## src/design/zx_ports_macros.svh

```systemverilog
// port block constants: bus widths and register reset values
`ifndef ZX_PORTS_MACROS_SVH
`define ZX_PORTS_MACROS_SVH

// bus widths
`define ZX_DATA_W     8
`define ZX_ADDR_W     16
`define ZX_NUM_PAGES  4

// configuration register reset values
`define MEMCONF_RST   8'h04   // rom mapped, no ram at 0000
`define SYSCONF_RST   8'h00   // 3.5 MHz
`define INTMASK_RST   8'h01   // frame interrupt only
`define FDDVIRT_RST   8'h00   // virtual drives off

// ram page reset values, 128K layout
`define PAGE0_RST     8'h00
`define PAGE1_RST     8'h05
`define PAGE2_RST     8'h02
`define PAGE3_RST     8'h00

`endif

```

## src/design/zx_port_pkg.sv

```systemverilog
// port address and extended register index types for the I/O port block
`default_nettype none

`include "zx_ports_macros.svh"

package zx_port_pkg;

  // low address byte of the ports the block answers
  typedef enum logic [`ZX_DATA_W-1:0] {
    PORT_FE     = 8'hFE, // keyboard, tape, beeper, border
    PORT_FD     = 8'hFD, // 7FFD paging, AY when a15 high
    PORT_XT     = 8'hAF, // extended registers, index in a[15:8]
    PORT_COVOX  = 8'hFB,
    PORT_KJOY   = 8'h1F, // kempston joystick
    PORT_KMOUSE = 8'hDF, // kempston mouse
    PORT_SDCFG  = 8'h77, // Z-controller config
    PORT_SDDAT  = 8'h57  // Z-controller data
  } port_addr_e;

  // extended register index behind port AF
  typedef enum logic [`ZX_DATA_W-1:0] {
    XT_VCONF_STAT = 8'h00, // status on read
    XT_XBORDER    = 8'h0F,
    XT_RAMPAGE0   = 8'h10,
    XT_RAMPAGE1   = 8'h11,
    XT_RAMPAGE2   = 8'h12,
    XT_RAMPAGE3   = 8'h13,
    XT_FMADDR     = 8'h15,
    XT_SYSCONF    = 8'h20,
    XT_MEMCONF    = 8'h21,
    XT_INTMASK    = 8'h2A,
    XT_CACHECONF  = 8'h2B
  } xt_reg_e;

endpackage

`default_nettype wire

```

## src/design/zx_mem_pkg.sv

```systemverilog
// memory paging types: page numbers, packed page set and 128K lock modes
`default_nettype none

`include "zx_ports_macros.svh"

package zx_mem_pkg;

  // memconf[7:6], selects how 7FFD bits 7:6 reach the page
  typedef enum logic [1:0] {
    LOCK_OFF_A = 2'b00, // fixed bit from memconf[6]
    LOCK_FIXED = 2'b01, // same, memconf[6] set
    LOCK_M1    = 2'b10, // sampled on opcode fetch
    LOCK_EXT   = 2'b11  // 1024K mode, no lock
  } lock_mode_e;

  typedef logic [`ZX_DATA_W-1:0] page_t;

  // page 0 sits in the low byte
  typedef page_t [`ZX_NUM_PAGES-1:0] xt_page_t;

endpackage

`default_nettype wire

```

## src/design/zx_port_decoder.sv

```systemverilog
// port address decoder: port hit, read enable and single-cycle write strobes
`default_nettype none

`include "zx_ports_macros.svh"

module zx_port_decoder
  import zx_port_pkg::*;
(
  input  wire                  clk,
  input  wire [`ZX_ADDR_W-1:0] a,
  input  wire                  regs_we,
  input  wire                  iord,
  input  wire                  iowr_s,
  input  wire                  iord_s,
  output logic [`ZX_DATA_W-1:0] hoa,
  output logic                 porthit,
  output logic                 external_port,
  output logic                 dataout,
  output logic                 xt_wr,
  output logic                 xt_rd,
  output logic                 p7ffd_req,
  output logic                 beeper_wr,
  output logic                 border_wr,
  output logic                 covox_wr,
  output logic                 sdcfg_wr,
  output logic                 sddat_wr,
  output logic                 sddat_rd
);

  logic [`ZX_DATA_W-1:0] loa;

  assign loa = a[7:0];
  assign hoa = regs_we ? a[7:0] : a[15:8]; // register load indexes by low byte

  assign porthit = (loa == PORT_FE) || (loa == PORT_FD) || (loa == PORT_XT)
                || (loa == PORT_COVOX) || (loa == PORT_KJOY) || (loa == PORT_KMOUSE)
                || (loa == PORT_SDCFG) || (loa == PORT_SDDAT);

  assign external_port = (loa == PORT_FD) && a[15]; // AY lives outside
  assign dataout       = porthit && iord && !external_port;

  assign xt_wr     = ((loa == PORT_XT) && iowr_s) || regs_we;
  assign xt_rd     = (loa == PORT_XT) && iord_s;
  assign p7ffd_req = (loa == PORT_FD) && !a[15] && iowr_s;
  assign beeper_wr = (loa == PORT_FE) && iowr_s;
  assign border_wr = xt_wr && (hoa == XT_XBORDER);
  assign covox_wr  = (loa == PORT_COVOX) && iowr_s;
  assign sdcfg_wr  = (loa == PORT_SDCFG) && iowr_s;
  assign sddat_wr  = (loa == PORT_SDDAT) && iowr_s;
  assign sddat_rd  = (loa == PORT_SDDAT) && iord_s;

  // strobes to distinct devices never overlap
  a_one_dev_wr: assert property (@(posedge clk)
    $onehot0({beeper_wr, covox_wr, sdcfg_wr, sddat_wr}));

endmodule

`default_nettype wire

```

## src/design/paging_lock.sv

```systemverilog
// 128K paging lock: lock-48 latch, opcode-fetch lock sample and 7FFD page
`default_nettype none

`include "zx_ports_macros.svh"

module paging_lock
  import zx_mem_pkg::*;
(
  input  wire                  clk,
  input  wire                  rst,
  input  wire [`ZX_DATA_W-1:0] din,
  input  wire                  opfetch,
  input  wire                  p7ffd_req,
  input  wire [`ZX_DATA_W-1:0] memconf,
  output logic                 p7ffd_wr,
  output page_t                page_7ffd
);

  lock_mode_e lock_mode;
  logic       m1_lock;
  logic       lock128;
  logic       lock48;

  assign lock_mode = lock_mode_e'(memconf[7:6]);

  always_ff @(posedge clk)
    if (rst)
      m1_lock <= 1'b0;
    else if (opfetch)
      m1_lock <= !(din[7] ^ din[6]); // opcode pattern decides the lock

  always_comb
  begin
    case (lock_mode)
      LOCK_EXT:              lock128 = 1'b0;
      LOCK_M1:               lock128 = m1_lock;
      LOCK_OFF_A, LOCK_FIXED: lock128 = memconf[6];
      default:               lock128 = memconf[6];
    endcase
  end

  // 1024K mode takes din[5] as the top page bit
  always_comb
  begin
    if (lock_mode == LOCK_EXT)
      page_7ffd = {2'b00, din[5], din[7:6], din[2:0]};
    else
      page_7ffd = {3'b000, lock128 ? 2'b00 : din[7:6], din[2:0]};
  end

  assign p7ffd_wr = p7ffd_req && !lock48;

  always_ff @(posedge clk)
    if (rst)
      lock48 <= 1'b0;
    else if (p7ffd_wr && (lock_mode != LOCK_EXT))
      lock48 <= din[5];

  // once locked to 48K, the next request is refused
  a_lock48_holds: assert property (@(posedge clk) disable iff (rst)
    (p7ffd_wr && din[5] && (lock_mode != LOCK_EXT)) |=> !p7ffd_wr);

endmodule

`default_nettype wire

```

## src/design/xt_config_regs.sv

```systemverilog
// extended configuration registers behind port AF, with the 7FFD page update
`default_nettype none

`include "zx_ports_macros.svh"

module xt_config_regs
  import zx_port_pkg::*;
  import zx_mem_pkg::*;
(
  input  wire                  clk,
  input  wire                  rst,
  input  wire [`ZX_DATA_W-1:0] din,
  input  wire [`ZX_DATA_W-1:0] hoa,
  input  wire                  xt_wr,
  input  wire                  p7ffd_wr,
  input  page_t                page_7ffd,
  output xt_page_t             xt_page,
  output logic [`ZX_DATA_W-1:0] memconf,
  output logic [`ZX_DATA_W-1:0] sysconf,
  output logic [3:0]           cacheconf,
  output logic [`ZX_DATA_W-1:0] intmask,
  output logic [4:0]           fmaddr
);

  always_ff @(posedge clk)
  begin
    if (rst)
    begin
      memconf    <= `MEMCONF_RST;
      sysconf    <= `SYSCONF_RST;
      cacheconf  <= 4'h0;        // no cache
      intmask    <= `INTMASK_RST;
      fmaddr[4]  <= 1'b0;        // fm window off
      xt_page[0] <= `PAGE0_RST;
      xt_page[1] <= `PAGE1_RST;
      xt_page[2] <= `PAGE2_RST;
      xt_page[3] <= `PAGE3_RST;
    end
    else if (p7ffd_wr)
    begin
      // classic 128K write wins over the extended port
      xt_page[3] <= page_7ffd;
      memconf[0] <= din[4];      // rom select
    end
    else if (xt_wr)
    begin
      case (hoa)
        XT_RAMPAGE0, XT_RAMPAGE1, XT_RAMPAGE2, XT_RAMPAGE3:
          xt_page[hoa[1:0]] <= din;
        XT_FMADDR:
          fmaddr <= din[4:0];
        XT_SYSCONF:
        begin
          sysconf   <= din;
          cacheconf <= {4{din[2]}}; // cache follows turbo bit
        end
        XT_CACHECONF:
          cacheconf <= din[3:0];
        XT_MEMCONF:
          memconf <= din;
        XT_INTMASK:
          intmask <= din;
        default:
        begin
        end
      endcase
    end
  end

endmodule

`default_nettype wire

```

## src/design/sd_port.sv

```systemverilog
// Z-controller SD interface: chip select register, transfer start and data out
`default_nettype none

`include "zx_ports_macros.svh"

module sd_port (
  input  wire                  clk,
  input  wire                  rst,
  input  wire [`ZX_DATA_W-1:0] din,
  input  wire                  wr,
  input  wire                  sdcfg_wr,
  input  wire                  sddat_wr,
  input  wire                  sddat_rd,
  output logic                 sdcs_n,
  output logic                 sd_start,
  output logic [`ZX_DATA_W-1:0] sd_datain
);

  always_ff @(posedge clk)
    if (rst)
      sdcs_n <= 1'b1; // card deselected
    else if (sdcfg_wr)
      sdcs_n <= din[1];

  // every data access starts one spi byte
  assign sd_start  = sddat_wr || sddat_rd;
  assign sd_datain = wr ? din : 8'hFF; // reads clock out ones

endmodule

`default_nettype wire

```

## src/design/port_read_mux.sv

```systemverilog
// port read multiplexer with the power-up status flag
`default_nettype none

`include "zx_ports_macros.svh"

module port_read_mux
  import zx_port_pkg::*;
(
  input  wire                  clk,
  input  wire                  rst,
  input  wire [`ZX_ADDR_W-1:0] a,
  input  wire [`ZX_DATA_W-1:0] hoa,
  input  wire                  xt_rd,
  input  wire [4:0]            keys_in,
  input  wire                  tape_read,
  input  wire [4:0]            kj_in,
  input  wire [7:0]            mus_in,
  input  wire [7:0]            sd_dataout,
  input  wire [`ZX_NUM_PAGES*`ZX_DATA_W-1:0] xt_page,
  output logic [`ZX_DATA_W-1:0] dout
);

  logic pwr_up;     // set until the first status read
  logic pwr_up_reg; // value shown in the status byte

  always_ff @(posedge clk)
  begin
    if (rst)
    begin
      pwr_up     <= 1'b1;
      pwr_up_reg <= 1'b0;
    end
    else if (xt_rd && (hoa == XT_VCONF_STAT))
    begin
      pwr_up_reg <= pwr_up;
      pwr_up     <= 1'b0;
    end
  end

  always_comb
  begin
    case (a[7:0])
      PORT_FE:     dout = {1'b1, tape_read, 1'b0, keys_in};
      PORT_XT:
      begin
        case (hoa)
          XT_VCONF_STAT: dout = {1'b0, pwr_up_reg, 6'b000000};
          XT_RAMPAGE2:   dout = xt_page[2*`ZX_DATA_W +: `ZX_DATA_W];
          XT_RAMPAGE3:   dout = xt_page[3*`ZX_DATA_W +: `ZX_DATA_W];
          default:       dout = 8'hFF;
        endcase
      end
      PORT_KJOY:   dout = {3'b000, kj_in};
      PORT_KMOUSE: dout = mus_in;
      PORT_SDCFG:  dout = 8'h00;       // card present, writable
      PORT_SDDAT:  dout = sd_dataout;
      default:     dout = 8'hFF;       // floating bus
    endcase
  end

endmodule

`default_nettype wire

```

## src/design/zx_ports.sv

```systemverilog
// I/O port block top: decode, paging lock, config registers, SD port and read mux
`default_nettype none

`include "zx_ports_macros.svh"

module zx_ports
  import zx_mem_pkg::*;
(
  input  wire                  clk,
  input  wire                  rst,
  input  wire [`ZX_ADDR_W-1:0] a,
  input  wire [`ZX_DATA_W-1:0] din,
  input  wire                  iowr_s,
  input  wire                  iord_s,
  input  wire                  iord,
  input  wire                  wr,
  input  wire                  regs_we,
  input  wire                  opfetch,
  input  wire [4:0]            keys_in,
  input  wire                  tape_read,
  input  wire [4:0]            kj_in,
  input  wire [7:0]            mus_in,
  input  wire [7:0]            sd_dataout,
  output logic                 porthit,
  output logic                 external_port,
  output logic                 dataout,
  output logic [`ZX_DATA_W-1:0] dout,
  output xt_page_t             xt_page,
  output logic [`ZX_DATA_W-1:0] memconf,
  output logic [`ZX_DATA_W-1:0] sysconf,
  output logic [3:0]           cacheconf,
  output logic [`ZX_DATA_W-1:0] intmask,
  output logic [4:0]           fmaddr,
  output logic                 sdcs_n,
  output logic                 sd_start,
  output logic [`ZX_DATA_W-1:0] sd_datain,
  output logic                 beeper_wr,
  output logic                 zborder_wr,
  output logic                 border_wr,
  output logic                 covox_wr
);

  logic [`ZX_DATA_W-1:0] hoa;
  logic                  xt_wr;
  logic                  xt_rd;
  logic                  p7ffd_req;
  logic                  p7ffd_wr;
  page_t                 page_7ffd;
  logic                  sdcfg_wr;
  logic                  sddat_wr;
  logic                  sddat_rd;

  assign zborder_wr = beeper_wr; // FE write also sets the border

  zx_port_decoder decoder_inst (
    .clk, .a, .regs_we, .iord, .iowr_s, .iord_s,
    .hoa, .porthit, .external_port, .dataout,
    .xt_wr, .xt_rd, .p7ffd_req, .beeper_wr, .border_wr, .covox_wr,
    .sdcfg_wr, .sddat_wr, .sddat_rd
  );

  paging_lock lock_inst (
    .clk, .rst, .din, .opfetch, .p7ffd_req, .memconf,
    .p7ffd_wr, .page_7ffd
  );

  xt_config_regs regs_inst (
    .clk, .rst, .din, .hoa, .xt_wr, .p7ffd_wr, .page_7ffd,
    .xt_page, .memconf, .sysconf, .cacheconf, .intmask, .fmaddr
  );

  sd_port sd_inst (
    .clk, .rst, .din, .wr, .sdcfg_wr, .sddat_wr, .sddat_rd,
    .sdcs_n, .sd_start, .sd_datain
  );

  port_read_mux rdmux_inst (
    .clk, .rst, .a, .hoa, .xt_rd, .keys_in, .tape_read, .kj_in, .mus_in,
    .sd_dataout, .xt_page, .dout
  );

endmodule

`default_nettype wire

```

## config.mk

```make
export PLATFORM = sky130hd
export DESIGN_NAME = zx_ports
export DESIGN_NICKNAME = d
export VERILOG_FILES = /design/src/design/zx_port_pkg.sv /design/src/design/zx_mem_pkg.sv /design/src/design/zx_port_decoder.sv /design/src/design/paging_lock.sv /design/src/design/xt_config_regs.sv /design/src/design/sd_port.sv /design/src/design/port_read_mux.sv /design/src/design/zx_ports.sv
export VERILOG_INCLUDE_DIRS = /design/src /design/src/design
export SDC_FILE = /design/constraint.sdc
export NUM_CORES = 1
export LEC_CHECK = 0
export ABC_AREA = 1
export BUFFER_PORTS_ARGS = -buffer_cell sky130_fd_sc_hd__buf_2
export CAP_MARGIN = 20
export CORE_MARGIN = 5
export CORE_UTILIZATION = 40
export DETAILED_ROUTE_END_ITERATION = 8
export PLACE_DENSITY = 0.66
export SYNTH_ARGS = -nofsm -noshare
export SYNTH_HDL_FRONTEND = slang
export SYNTH_HIERARCHICAL = 1
export SYNTH_SLANG_ARGS = --single-unit
```

## constraint.sdc

```tcl
create_clock -name clk -period 4.15 [get_ports clk]
set_input_delay 0.83 -clock clk [delete_from_list [all_inputs] [get_ports clk]]
set_output_delay 0.83 -clock clk [all_outputs]
set_load 0.1 [all_outputs]
```

Yosys cells after proc, flatten, opt, wreduce, memory -nomap -nowiden
Index checks and enable logic that the tools add are counted.
{"block": "totals", "inputBits": 59, "register_bits": 70, "out_inout_bits": 90, "word_cells": 107}
{"block": "op_classes", "bitwise_logic": 3, "n_reduce_logical": 47, "n_lt_le_gt_ge": 2, "muxes": 17, "n_eq_ne": 22}
{"op": "32-bit two-way mux", "n": 2}
{"op": "8-bit by 5-bit == test with 1-bit output, second input constant", "n": 6}
{"op": "8-bit one-hot mux with 6 select lines", "n": 1}
{"op": "8-bit == test, second input constant", "n": 5}
{"op": "32-bit bitwise mux", "n": 1}
{"op": "8-bit by 6-bit == test with 1-bit output, second input constant", "n": 4}
{"op": "8-bit two-way mux", "n": 4}
{"op": "8-bit one-hot mux with 3 select lines", "n": 1}
{"op": "3-bit AND reduction", "n": 6}
{"op": "1-bit logical AND", "n": 17}
{"op": "8-bit demux with 2-bit select", "n": 1}
{"op": "8-bit by 7-bit == test with 1-bit output, second input constant", "n": 2}
{"op": "1-bit logical OR", "n": 9}
{"op": "8-bit by 4-bit == test with 1-bit output, second input constant", "n": 1}
{"op": "8-bit zero test", "n": 1}
{"op": "4-bit one-hot mux with 2 select lines", "n": 1}
{"op": "2-bit nonzero test", "n": 4}
{"op": "6-bit two-way mux", "n": 1}
{"op": "2-bit == test, second input constant", "n": 2}
{"op": "1-bit zero test", "n": 4}
{"op": "2-bit AND reduction", "n": 2}
{"op": "4-bit AND reduction", "n": 1}
{"op": "4-bit OR reduction", "n": 1}
{"op": "2-bit by 3-bit less-than comparator with 1-bit output, second input constant", "n": 1}
{"op": "10 further kinds", "n": 13}

Longest topological paths before layout
Gate-level depths: netlist of the first run.
{"block": "logic_depth", "ltp_word": 10, "ltp_mapped": 16, "depth_no_buf": 14}

Cells and area by module
The synthesis of the first run kept the hierarchy.
{"mod": "xt_config_regs", "seq_area_each_um2": 1341.3, "n_inst": 1, "cells_per_inst": 417, "area_per_inst_um2": 2926.6}
{"mod": "port_read_mux", "seq_area_each_um2": 40.0, "n_inst": 1, "cells_per_inst": 157, "area_per_inst_um2": 809.5}
{"mod": "zx_port_decoder", "seq_area_each_um2": 0.0, "n_inst": 1, "cells_per_inst": 90, "area_per_inst_um2": 402.9}
{"mod": "paging_lock", "seq_area_each_um2": 40.0, "n_inst": 1, "cells_per_inst": 32, "area_per_inst_um2": 176.4}
{"mod": "sd_port", "seq_area_each_um2": 20.0, "n_inst": 1, "cells_per_inst": 24, "area_per_inst_um2": 111.4}
{"mod": "zx_ports", "seq_area_each_um2": 0.0, "n_inst": 1, "cells_per_inst": 1, "area_per_inst_um2": 7.5}

Worst setup path after synthesis of the first run
Ideal clock, no wire load.
{"block": "synth_timing", "path_kind": "input-to-output", "startpoint": "input port a[5]", "endpoint": "output port zborder_wr", "path_buffers": 1, "arrival_time_ps": 2894, "stages": 5, "t_required_ps": 3320, "setup_slack_ps": 426, "path_cell_list": "nand2_1 nor2_2 nand2_1 nor2_1 buf_4"}
{"block": "synth_between", "elab_chain_cells": 2}
{"element": "from (decl)", "line": "zx_ports.sv:11", "rtl": "input wire [`ZX_ADDR_W-1:0] a,"}
{"element": "8-bit == test", "line": "zx_port_decoder.sv:45", "rtl": "assign beeper_wr = (loa == PORT_FE) && iowr_s;"}
{"element": "1-bit logical AND", "line": "zx_port_decoder.sv:45"}
{"element": "to (decl)", "line": "zx_ports.sv:38", "rtl": "output logic zborder_wr,"}
Every way passes these cells.

Final worst setup path of the first run
{"block": "layout_timing", "startpoint": "input port regs_we", "endpoint": "output port dout[6]"}
{"block": "layout_between", "elab_chain_cells": 4, "word_cells_on_any_way": 6, "cone_classes": "eq/ne: 2; mux: 3; reduce/logical: 1"}
{"element": "from (decl)", "line": "zx_ports.sv:17", "rtl": "input wire regs_we,"}
{"element": "8-bit two-way mux (*)", "line": "zx_port_decoder.sv:33", "rtl": "assign hoa = regs_we ? a[7:0] : a[15:8];"}
{"element": "net hoa[2]", "line": "zx_ports.sv:43", "rtl": "logic [`ZX_DATA_W-1:0] hoa;"}
{"element": "8-bit by 5-bit == test with 1-bit output / 8-bit zero test (equally long branches)", "line": "port_read_mux.sv:46", "rtl": "case (hoa)"}
{"element": "8-bit one-hot mux with 3 select lines (*)", "line": "port_read_mux.sv:46"}
{"element": "8-bit one-hot mux with 6 select lines (*)", "line": "port_read_mux.sv:42", "rtl": "case (a[7:0])"}
{"element": "to (decl)", "line": "zx_ports.sv:27", "rtl": "output logic [`ZX_DATA_W-1:0] dout,"}
Mark *: on every way through the listed nets, which the timed path passes. The rest lies on a longest branch.

==> out/qor.yml, run 1 <==
sta:
  finalHoldViolations: 0
  setup_viol_count_final: 0
  rsz0062_at_grt: "no"
  fmax_mhz: 282
  finClkSkew_ps: 12.1
  layout_worst_path_cycle_share_pct: 85.5
  relSlewSlack_pct: 54.6
  period_needed_ps: 3550
  worst-slew-pin-transition_ps: 679
  setup_slack_ps: 603
  slew_viol_final: 0
  fin_tns_setup_ps: 0
logic_synthesis:
  synth-seq-cells: 70
  synth_area_leaders: "dfxtp_1, nand2_1, nor2_1"
  yosysSeqAreaShare_pct: 32.5
  synthCells: 721
  synthesis.area_um2: 4430
  synthDistinctLibCells: 35
  yosys.area.top_type: "dfxtp_1"
  yosysTopAreaCellShare_pct: 29.8
  postSynthAreaPerCell_um2: 6.15
  ys_warn_count: 6
detailed_routing:
  dr.pass1.iters: 7
  detail-route-antenna-nets: 0
  post-route-drc-count: 0
  wirelength_um: 12700
  wl_per_cell_um: 12.7
  vias: 4690
  vias_per_cell: 4.68
  drt_iter0_drc: 388
floorplanning:
  core_area_um2: 10800
  std_cell_rows: 38
  die_area_um2: 13300
  initial_core_util_pct: 40.9
  fp.dieH_um: 115
  pin_count: 149
  fp.dieW_um: 115
global_route:
  antenna_found_initial: 0
  overflow: 0
  grt_pass1_wl_um: 20300
  track_usage_pct: 18.9
  grt_max_degree: 38
  grt_pass1_vias: 4205
cts:
  hold_buffers: 0
  path_clk_slew_ps: 70
  cts_buffers: 9
  worstSkewPairLatency_ps: 350
  cts_tree: "done"
  cts.path.max_buffers: 2
  postCtsResizedCells: 0
  root_buffer: "clkbuf_8"
  cts.sinks: 70
  h-tree-depth: 3
  post_cts_buffers: 0
place:
  dp.cells: 986
  dpl_worst_slack_ps: 597
  dpl.hpwl_um: 9560
  io_buffers: 148
  gp_congestion: 0.877
critical_path:
  reg2reg_slack_ps: 2470
  cp-start-kind: "primary input"
  cp.required_ps: 3320
  cp-end-kind: "output port"
  r2r-end: "regs_inst/cacheconf[2]$_SDFFE_PP0P_"
  reg2reg_depth: 7
  crit_type: "primary input to output port"
  r2r_start: "lock_inst/lock48$_SDFFE_PP0P_"
  critical_path.max_fanout: 17
  arrival_ps: 2720
finish:
  mostFrequentLayoutCell: "nand2_1"
  stdcell_count: 1002
  diodes: 0
  regMostFlops: "regs_inst/xt_page"
  fin_nets: 916
  post_route_cells_drive_above_1_share_pct: 24.2
  area_growth_syn_to_layout_pct: 21.1
  largest_reg_flops: 32
  final_cell_mix: "nand2_1, nor2_1, buf_2, inv_1, dfxtp_1"
status:
  status: "finished clean"
pwr:
  power.leakage_nw: 2.96
  ir_drop_mv: 0.221
  p_per_area_nw_per_um2: 264
worst_hold_path:
  holdPathStages: 2
  min_to: "regs_inst/sysconf[4]$_SDFFE_PP0P_"
  hold_path_class: "flip-flop to flip-flop"
  min-delay-start: "regs_inst/sysconf[4]$_SDFFE_PP0P_"
flow_run:
  drv_cap: 0
==> layer usage <==
layer | track usage, % | vias to the layer above | share of wire [%]
li1 | - | 2490 | -
met3 | 4.84 | 14 | 7.1
met5 | 0 | - | 0
met2 | 30.4 | 123 | 46
met4 | 4.77 | 0 | 0.97
met1 | 25.4 | 2063 | 46
==> critical path, stage by stage <==
cell and delay (ps):
buf_2 190, inv_6 80, o21ai_2 340, nor2_1 70, nand2_1 120, inv_2 130, nand2_1 90, nand2_1 50
nor2_2 200, o21bai_1 120, nand2_1 70, buf_2 420
==> through the flow <==
| stage | cell area (um2) | hold WS, ps | power (mW) | utilization, % |
|---|---|---|---|---|
| final | 5370 | 444 | 1.42 | 49.5 |
| after global routing | 5370 | 471 | 1.49 | 49.5 |
| after detailed placement | 5190 | 435 | 0.936 | 47.9 |
| after global placement | 5190 | 430 | 0.936 | 47.9 |
| after floorplan | 4440 | 424 | 0.867 | - |
| after CTS | 5370 | 447 | 1.44 | 49.5 |
==> synth_stat cells, drive strengths merged <==
cell,instances
a21o,1
a21oi,18
buf,21
clkbuf,5
clkinv,1
conb,1
dfxtp,66
edfxtp,4
inv,111
nand2,197
nand3,63
nand3b,7
nand4,16
nor2,168
nor3,1
o211ai,2
o21ai,36
o21bai,2
or2,1
==> cell type report <==
cell class              count  area [um2]
fillers                  1200        5470
multi-input cells         514        2390
flip-flops and latches     70        1440
repair buffers            150         756
inverters                 112         425
well taps                 140         175
clock buffers              11         141
clock inverters             5        35.0
==> power by group <==
group          leakage (nW)  internal (mW)  switching (mW)
Combinational          2.30         0.0576           0.182
Sequential            0.568          0.680         0.00136
Clock                0.0897          0.234           0.264
==> worst max-delay path by stage <==
stage          slack, ps    endpoint     from  cells after the start
2_1_floorplan        430  zborder_wr     a[5]                      5
4_1_cts              590     dout[6]  regs_we                     12
5_1_grt              400     dout[4]  regs_we                     12
3_3_place_gp         620     dout[6]  regs_we                     12
6_report             600     dout[6]  regs_we                     12
3_5_place_dp         600     dout[6]  regs_we                     12
==> kinds of logic after synthesis <==
group | count (synthesis) | synth area share (%)
buf+inv | 138 | 13.6
other cells | 1 | 0.0846
simple gates | 453 | 46.3
flops | 70 | 32.5
compound gates | 59 | 7.53
(Power assumes the default switching activity.)
==> run 2, diff against run 1 <==
--- a/config.mk
+++ b/config.mk
@@ -6,13 +6,12 @@
 export SDC_FILE = /design/constraint.sdc
 export NUM_CORES = 1
 export LEC_CHECK = 0
-export ABC_AREA = 1
 export BUFFER_PORTS_ARGS = -buffer_cell sky130_fd_sc_hd__buf_2
 export CAP_MARGIN = 20
 export CORE_MARGIN = 5
 export CORE_UTILIZATION = 40
 export DETAILED_ROUTE_END_ITERATION = 8
-export PLACE_DENSITY = 0.66
+export PLACE_DENSITY = 0.67
 export SYNTH_ARGS = -nofsm -noshare
 export SYNTH_HDL_FRONTEND = slang
 export SYNTH_HIERARCHICAL = 1
==> out/qor.yml, run 2 <==
global_route:
  track_usage_pct: 19.4  # +0.49 points
  grt_max_degree: 43  # +13%
  grt_pass1_wl_um: 18400  # -9.3%
  overflow: 0  # unchanged
  antenna_found_initial: 0  # unchanged
  grt_pass1_vias: 3663  # -13%
logic_synthesis:
  ys_warn_count: 6  # unchanged
  synthDistinctLibCells: 65  # +86%
  synthesis.area_um2: 4000  # -9.7%
  synthCells: 445  # -38%
  ys.flop_type: "dfxtp_1"
  postSynthAreaPerCell_um2: 8.99  # +46%
  synth_area_leaders: "dfxtp_1, mux2i_1, nor2_1"
  yosys.area.top_type: "dfxtp_1"
  synth-edff-count: 4  # unchanged
  async_reset_ff_share_pct: 0  # unchanged
  synth-seq-cells: 70  # unchanged
  yosysSeqAreaShare_pct: 36.0  # +3.5 points
  synth_common_cells: "dfxtp_1, nor2_1, mux2i_1"
  yosysTopAreaCellShare_pct: 33.0  # +3.2 points
  synth_most_common_cell: "dfxtp_1"
floorplanning:
  initial_core_util_pct: 40.9  # +0.045 points
  pin_count: 149  # unchanged
  fp.dieW_um: 110  # -4.6%
  core_area_um2: 9770  # -9.8%
  fp.dieH_um: 110  # -4.6%
  die_area_um2: 12100  # -8.9%
  std_cell_rows: 36  # -5.3%
pwr:
  ir_drop_mv: 0.200  # -9.5%
  power.leakage_nw: 2.30  # -22%
  p_per_area_nw_per_um2: 306  # +16%
sta:
  layout_worst_path_cycle_share_pct: 87.0  # +1.6 points
  finClkSkew_ps: 7.09  # -5.05 ps
  fmax_mhz: 277  # -1.8%
  relSlewSlack_pct: 58.2  # +3.6 points
  worst-slew-pin-transition_ps: 624  # -54.5 ps
  period_needed_ps: 3610  # +64.4 ps
  fin_tns_setup_ps: 0  # unchanged
  slew_viol_final: 0  # unchanged
  setup_viol_count_final: 0  # unchanged
  rsz0062_at_grt: "no"
  finalHoldViolations: 0  # unchanged
detailed_routing:
  drt_iter0_drc: 176  # -55%
  post-route-drc-count: 0  # unchanged
  vias: 3752  # -20%
  wirelength_um: 11900  # -5.9%
  dr.pass1.iters: 5  # -2
  vias_per_cell: 5.26  # +12%
  detail-route-antenna-nets: 0  # unchanged
  wl_per_cell_um: 16.7  # +32%
flow_run:
  drv_cap: 0  # unchanged
cts:
  cts_buffers: 9  # unchanged
  cts.sinks: 70  # unchanged
  post_cts_buffers: 0  # unchanged
  postCtsResizedCells: 0  # unchanged
  cts_tree: "done"
  cts.path.max_buffers: 2  # unchanged
  root_buffer: "clkbuf_8"
  worstSkewPairLatency_ps: 340  # about the same
  path_clk_slew_ps: 80  # about the same
  hold_buffers: 0  # unchanged
  h-tree-depth: 3  # unchanged
critical_path:
  critPathSlowestCell: "mux2_2"
  crit_buf_inv: 2  # -2
  cp_slowest_stage_delay_ps: 460  # +40 ps
  critical_path.max_fanout: 9  # -8
  path_cells: "buf_2 > mux2_2 > nor3_1 > nand2_1 > o21ai_0 > o211ai_2 > buf_2"
  r2r-end: "regs_inst/cacheconf[0]$_SDFFE_PP0P_"
  cp-start-kind: "primary input"
  reg2reg_slack_ps: 2380  # -90 ps
  crit_family: "simple AND/OR/NAND/NOR gates"
  arrival_ps: 2780  # +60 ps
  critPathMostFrequentCell: "buf_2"
  cp-end-kind: "output port"
  r2r_start: "lock_inst/lock48$_SDFFE_PP0P_"
  crit_type: "primary input to output port"
  cp.required_ps: 3320  # about the same
  reg2reg_depth: 6  # -1
finish:
  seqCellArea_um2: 1440  # unchanged
  fillers: 970  # -19%
  mostFrequentLayoutCell: "buf_2"
  regMostFlops: "regs_inst/xt_page"
  fin_nets: 634  # -31%
  diodes: 0  # unchanged
  multiInputGateArea_um2: 2320  # -3.1%
  area_growth_syn_to_layout_pct: 24.5
  largest_reg_flops: 32  # unchanged
  final_cell_mix: "buf_2, dfxtp_1, nor2_1, mux2i_1, nand2_1"
  post_route_cells_drive_above_1_share_pct: 33.8  # +9.5 points
  stdcell_count: 713  # -29%
worst_hold_path:
  min_to: "regs_inst/memconf[2]$_SDFFE_PP1P_"
  min-delay-start: "regs_inst/memconf[2]$_SDFFE_PP1P_"
  holdPathStages: 1  # -1
  hold_path_class: "flip-flop to flip-flop"
place:
  dp.cells: 697  # -29%
  gp_congestion: 0.876  # about the same
  io_buffers: 148  # unchanged
  dpl.hpwl_um: 8690  # -9.1%
status:
  status: "finished clean"
-- run 2: logic make-up (layout without fill, tap and decap cells) --
family / after synthesis / count (layout) / share of synthesized area (%)
XOR/XNOR: 2 / 2 / 0.438
multiplexers: 58 / 58 / 14.9
other: 1 / 2 / 0.0937
buffers and inverters: 50 / 184 / 6.22
flip-flops: 70 / 70 / 36.0
AO/OA/AOI/OAI: 80 / 80 / 15.4
AND/OR/NAND/NOR: 184 / 184 / 26.9
-- run 2: layer usage --
| metal | GRT usage (%) | wire [um] | vias to the layer above |
|---|---|---|---|
| li1 | - | - | 1871 |
| met1 | 25.0 | 5280 | 1756 |
| met2 | 32.4 | 5720 | 111 |
| met3 | 5.47 | 811 | 14 |
| met4 | 4.10 | 120 | 0 |
| met5 | 0 | 0 | - |
-- run 2: worst max-delay path by stage --
stage | start | end | slack, ps | depth (start not counted)
after CTS | regs_we | dout[5] | 580 | 7
after floorplan | regs_we | border_wr | 100 | 4
after detailed placement | regs_we | dout[5] | 580 | 7
after global placement | regs_we | dout[5] | 610 | 7
after global routing | regs_we | dout[5] | 410 | 7
final | regs_we | dout[5] | 540 | 7
-- run 2: area by class of cell --
cell class / instances / share of cell area [%]
Multi-Input combinational cell: 326 / 46.6
Sequential cell: 70 / 28.9
Timing Repair Buffer: 153 / 15.6
Tap cell: 133 / 3.34
Clock buffer: 10 / 2.56
Clock inverter: 6 / 1.83
Inverter: 15 / 1.13
-- run 2: metrics by stage --
step | area (um2) | setup WS [ps] | util, % | hold WS (ps) | power, mW
after floorplan | 4010 | 100 | - | 425 | 0.864
after global placement | 4760 | 614 | 48.7 | 434 | 0.929
after detailed placement | 4760 | 580 | 48.7 | 448 | 0.933
after CTS | 4980 | 582 | 51.0 | 471 | 1.54
after global routing | 4980 | 409 | 51.0 | 493 | 1.59
final | 4980 | 539 | 51.0 | 469 | 1.52
-- run 2: power by group --
| group | internal, mW | leakage (nW) | switching, mW |
|---|---|---|---|
| Combinational | 0.0710 | 1.63 | 0.168 |
| Sequential | 0.679 | 0.568 | 0.00115 |
| Clock | 0.343 | 0.108 | 0.260 |
| Total | 1.09 | 2.30 | 0.429 |
==> run 3, diff against run 2 <==
--- a/config.mk
+++ b/config.mk
@@ -8,10 +8,12 @@
 export LEC_CHECK = 0
 export BUFFER_PORTS_ARGS = -buffer_cell sky130_fd_sc_hd__buf_2
 export CAP_MARGIN = 20
+export CELL_PAD_IN_SITES_DETAIL_PLACEMENT = 0
+export CELL_PAD_IN_SITES_GLOBAL_PLACEMENT = 1
 export CORE_MARGIN = 5
-export CORE_UTILIZATION = 40
+export CORE_UTILIZATION = 39
 export DETAILED_ROUTE_END_ITERATION = 8
-export PLACE_DENSITY = 0.67
+export PLACE_DENSITY_LB_ADDON = 0.1
 export SYNTH_ARGS = -nofsm -noshare
 export SYNTH_HDL_FRONTEND = slang
 export SYNTH_HIERARCHICAL = 1
==> out/qor.yml, run 3 (synthesized netlist as in run 2, its figures left out) <==
status:
  status: "finished clean"
detailed_routing:
  vias: 3726  # -0.69%
  post-route-drc-count: 0  # unchanged
  drt_iter0_drc: 314  # +78%
  detail-route-antenna-nets: 0  # unchanged
  wl_per_cell_um: 17.3  # +3.5%
  dr.pass1.iters: 4  # -1
  wirelength_um: 12300  # +3.4%
  vias_per_cell: 5.23  # -0.55%
pwr:
  ir_drop_mv: 0.219  # +9.9%
  power_frac_seq_pct: 46.2  # +1.5 points
  switching_share_pct: 27.5  # -0.73 points
  power.leakage_nw: 2.29  # -0.56%
  p_sw_mw: 0.404  # -5.8%
  internal_power_mw: 1.07  # -2.3%
  combinationalPowerShare_pct: 16.3  # +0.6 points
  p_per_area_nw_per_um2: 297  # -2.8%
  clkPwrFrac_pct: 37.5  # -2.1 points
floorplanning:
  core_area_um2: 10200  # +4.2%
  pin_count: 149  # unchanged
  std_cell_rows: 37  # +2.8%
  fp.dieH_um: 111  # +1.2%
  fp.dieW_um: 111  # +1.2%
  die_area_um2: 12400  # +2.3%
  initial_core_util_pct: 39.3  # -1.7 points
critical_path:
  critical_path.max_fanout: 21  # +12
  cp-start-kind: "primary input"
  critPathMostFrequentCell: "buf_2"
  critPathSlowestCell: "mux2_2"
  path_cells: "buf_2 > mux2_2 > nor3_4 > a21oi_1 > o21ai_0 > o211ai_2 > buf_2"
  crit_family: "multiplexers"
  cp-end-kind: "output port"
  cp.required_ps: 3320  # about the same
  crit_type: "primary input to output port"
  cp_slowest_stage_delay_ps: 570  # +110 ps
  arrival_ps: 2690  # -90 ps
  crit_buf_inv: 2  # unchanged
finish:
  mostFrequentLayoutCell: "buf_2"
  fin_util_pct: 48.6  # -2.3 points
  regMostFlops: "regs_inst/xt_page"
  final_cell_mix: "buf_2, dfxtp_1, nor2_1, mux2i_1, nand2_1"
  fin_nets: 633  # -0.16%
  largest_reg_flops: 32  # unchanged
  fillers: 1039  # +7.1%
  fin_area_um2: 4950  # -0.55%
  diodes: 0  # unchanged
  post_route_cells_drive_above_1_share_pct: 33.5  # -0.29 points
  area_growth_syn_to_layout_pct: 23.8
worst_hold_path:
  hold_path_class: "flip-flop to flip-flop"
cts:
  worstSkewPairLatency_ps: 340  # about the same
  cts.sinks: 70  # unchanged
  h-tree-depth: 3  # unchanged
  postCtsResizedCells: 0  # unchanged
  hold_buffers: 0  # unchanged
  cts.path.max_buffers: 2  # unchanged
  cts_tree: "done"
  post_cts_buffers: 0  # unchanged
  cts_buffers: 9  # unchanged
  root_buffer: "clkbuf_8"
  path_clk_slew_ps: 60  # -20 ps
place:
  gp_congestion: 0.830  # -5.2%
  dpl.hpwl_um: 8890  # +2.2%
  place_area_um2: 4760  # about the same
  io_buffers: 148  # unchanged
sta:
  relSlewSlack_pct: 53.5  # -4.7 points
  worst-slew-pin-transition_ps: 697  # +72.7 ps
  finClkSkew_ps: 6.11  # -0.980 ps
  slew_viol_final: 0  # unchanged
  finalHoldViolations: 0  # unchanged
  rsz0062_at_grt: "no"
  fin_tns_setup_ps: 0  # unchanged
  fmax_mhz: 284  # +2.5%
  setup_viol_count_final: 0  # unchanged
  layout_worst_path_cycle_share_pct: 84.9  # -2.1 points
  period_needed_ps: 3520  # -87.5 ps
global_route:
  track_usage_pct: 19.7  # +0.28 points
  overflow: 0  # unchanged
  antenna_found_initial: 0  # unchanged
  grt_pass1_vias: 3757  # +2.6%
  grt_pass1_wl_um: 20000  # +8.7%
  grt_max_degree: 67  # +56%
flow_run:
  drv_cap: 0  # unchanged
-- run 3: changes by cell type in the layout (fill, tap and decap cells not counted), sizes merged --
cell	change
bufinv	-1
clkinvlp	-1
inv	-3
buf	-1
clkbuf	+2
-- run 3: worst paths after layout --
path / start / to / slack [ps] / depth (start not counted)
worst max register to register: lock_inst/lock48$_SDFFE_PP0P_ / regs_inst/fmaddr[3]$_DFFE_PP_ / 2290 / 5
worst max-delay path: regs_we / dout[7] / 630 / 7
worst min register to register: regs_inst/intmask[0]$_SDFFE_PP1P_ / regs_inst/intmask[0]$_SDFFE_PP1P_ / 460 / 1
worst min-delay path: regs_inst/intmask[0]$_SDFFE_PP1P_ / regs_inst/intmask[0]$_SDFFE_PP1P_ / 460 / 1
-- run 3: cell type report --
class	instances	area, um2	area share (%)
Clock buffer	12	165	3.33
Clock inverter	1	30.0	0.606
Inverter	15	56.3	1.14
Multi-Input combinational cell	326	2320	46.8
Sequential cell	70	1440	29.1
Tap cell	136	170	3.43
Timing Repair Buffer	152	771	15.6
-- run 3: worst register-to-register path, delay by kind of cell (launching register included) --
kind	cells	cell delay (ps)
DFF	1	330
buffers and inverters	1	210
and+or+nand+nor	4	970
-- run 3: power groups by stage --
| stage | logic, mW | clock network, mW | registers (mW) |
|---|---|---|---|
| CTS | 0.239 | 0.571 | 0.681 |
| floorplan | 0.158 | 0 | 0.706 |
| finish | 0.240 | 0.552 | 0.681 |
| global placement | 0.237 | 0 | 0.696 |
| detailed placement | 0.238 | 0 | 0.696 |
| global route | 0.256 | 0.605 | 0.681 |
-- run 3: per-layer routing --
| layer | global-route usage, % | part of all wire (%) |
|---|---|---|
| met5 | 0 | 0 |
| met4 | 5.19 | 0.69 |
| met1 | 25.6 | 46 |
| met2 | 32.3 | 47 |
| met3 | 5.40 | 7.1 |
-- run 3: metrics by stage --
stage | cells | setup slack [ps] | hold WS, ps | power (mW)
2_1_floorplan | 446 | 100 | 425 | 0.864
3_5_place_dp | 699 | 605 | 447 | 0.935
3_3_place_gp | 699 | 639 | 432 | 0.933
4_1_cts | 712 | 607 | 465 | 1.49
5_1_grt | 712 | 445 | 500 | 1.54
6_report | 712 | 626 | 462 | 1.47
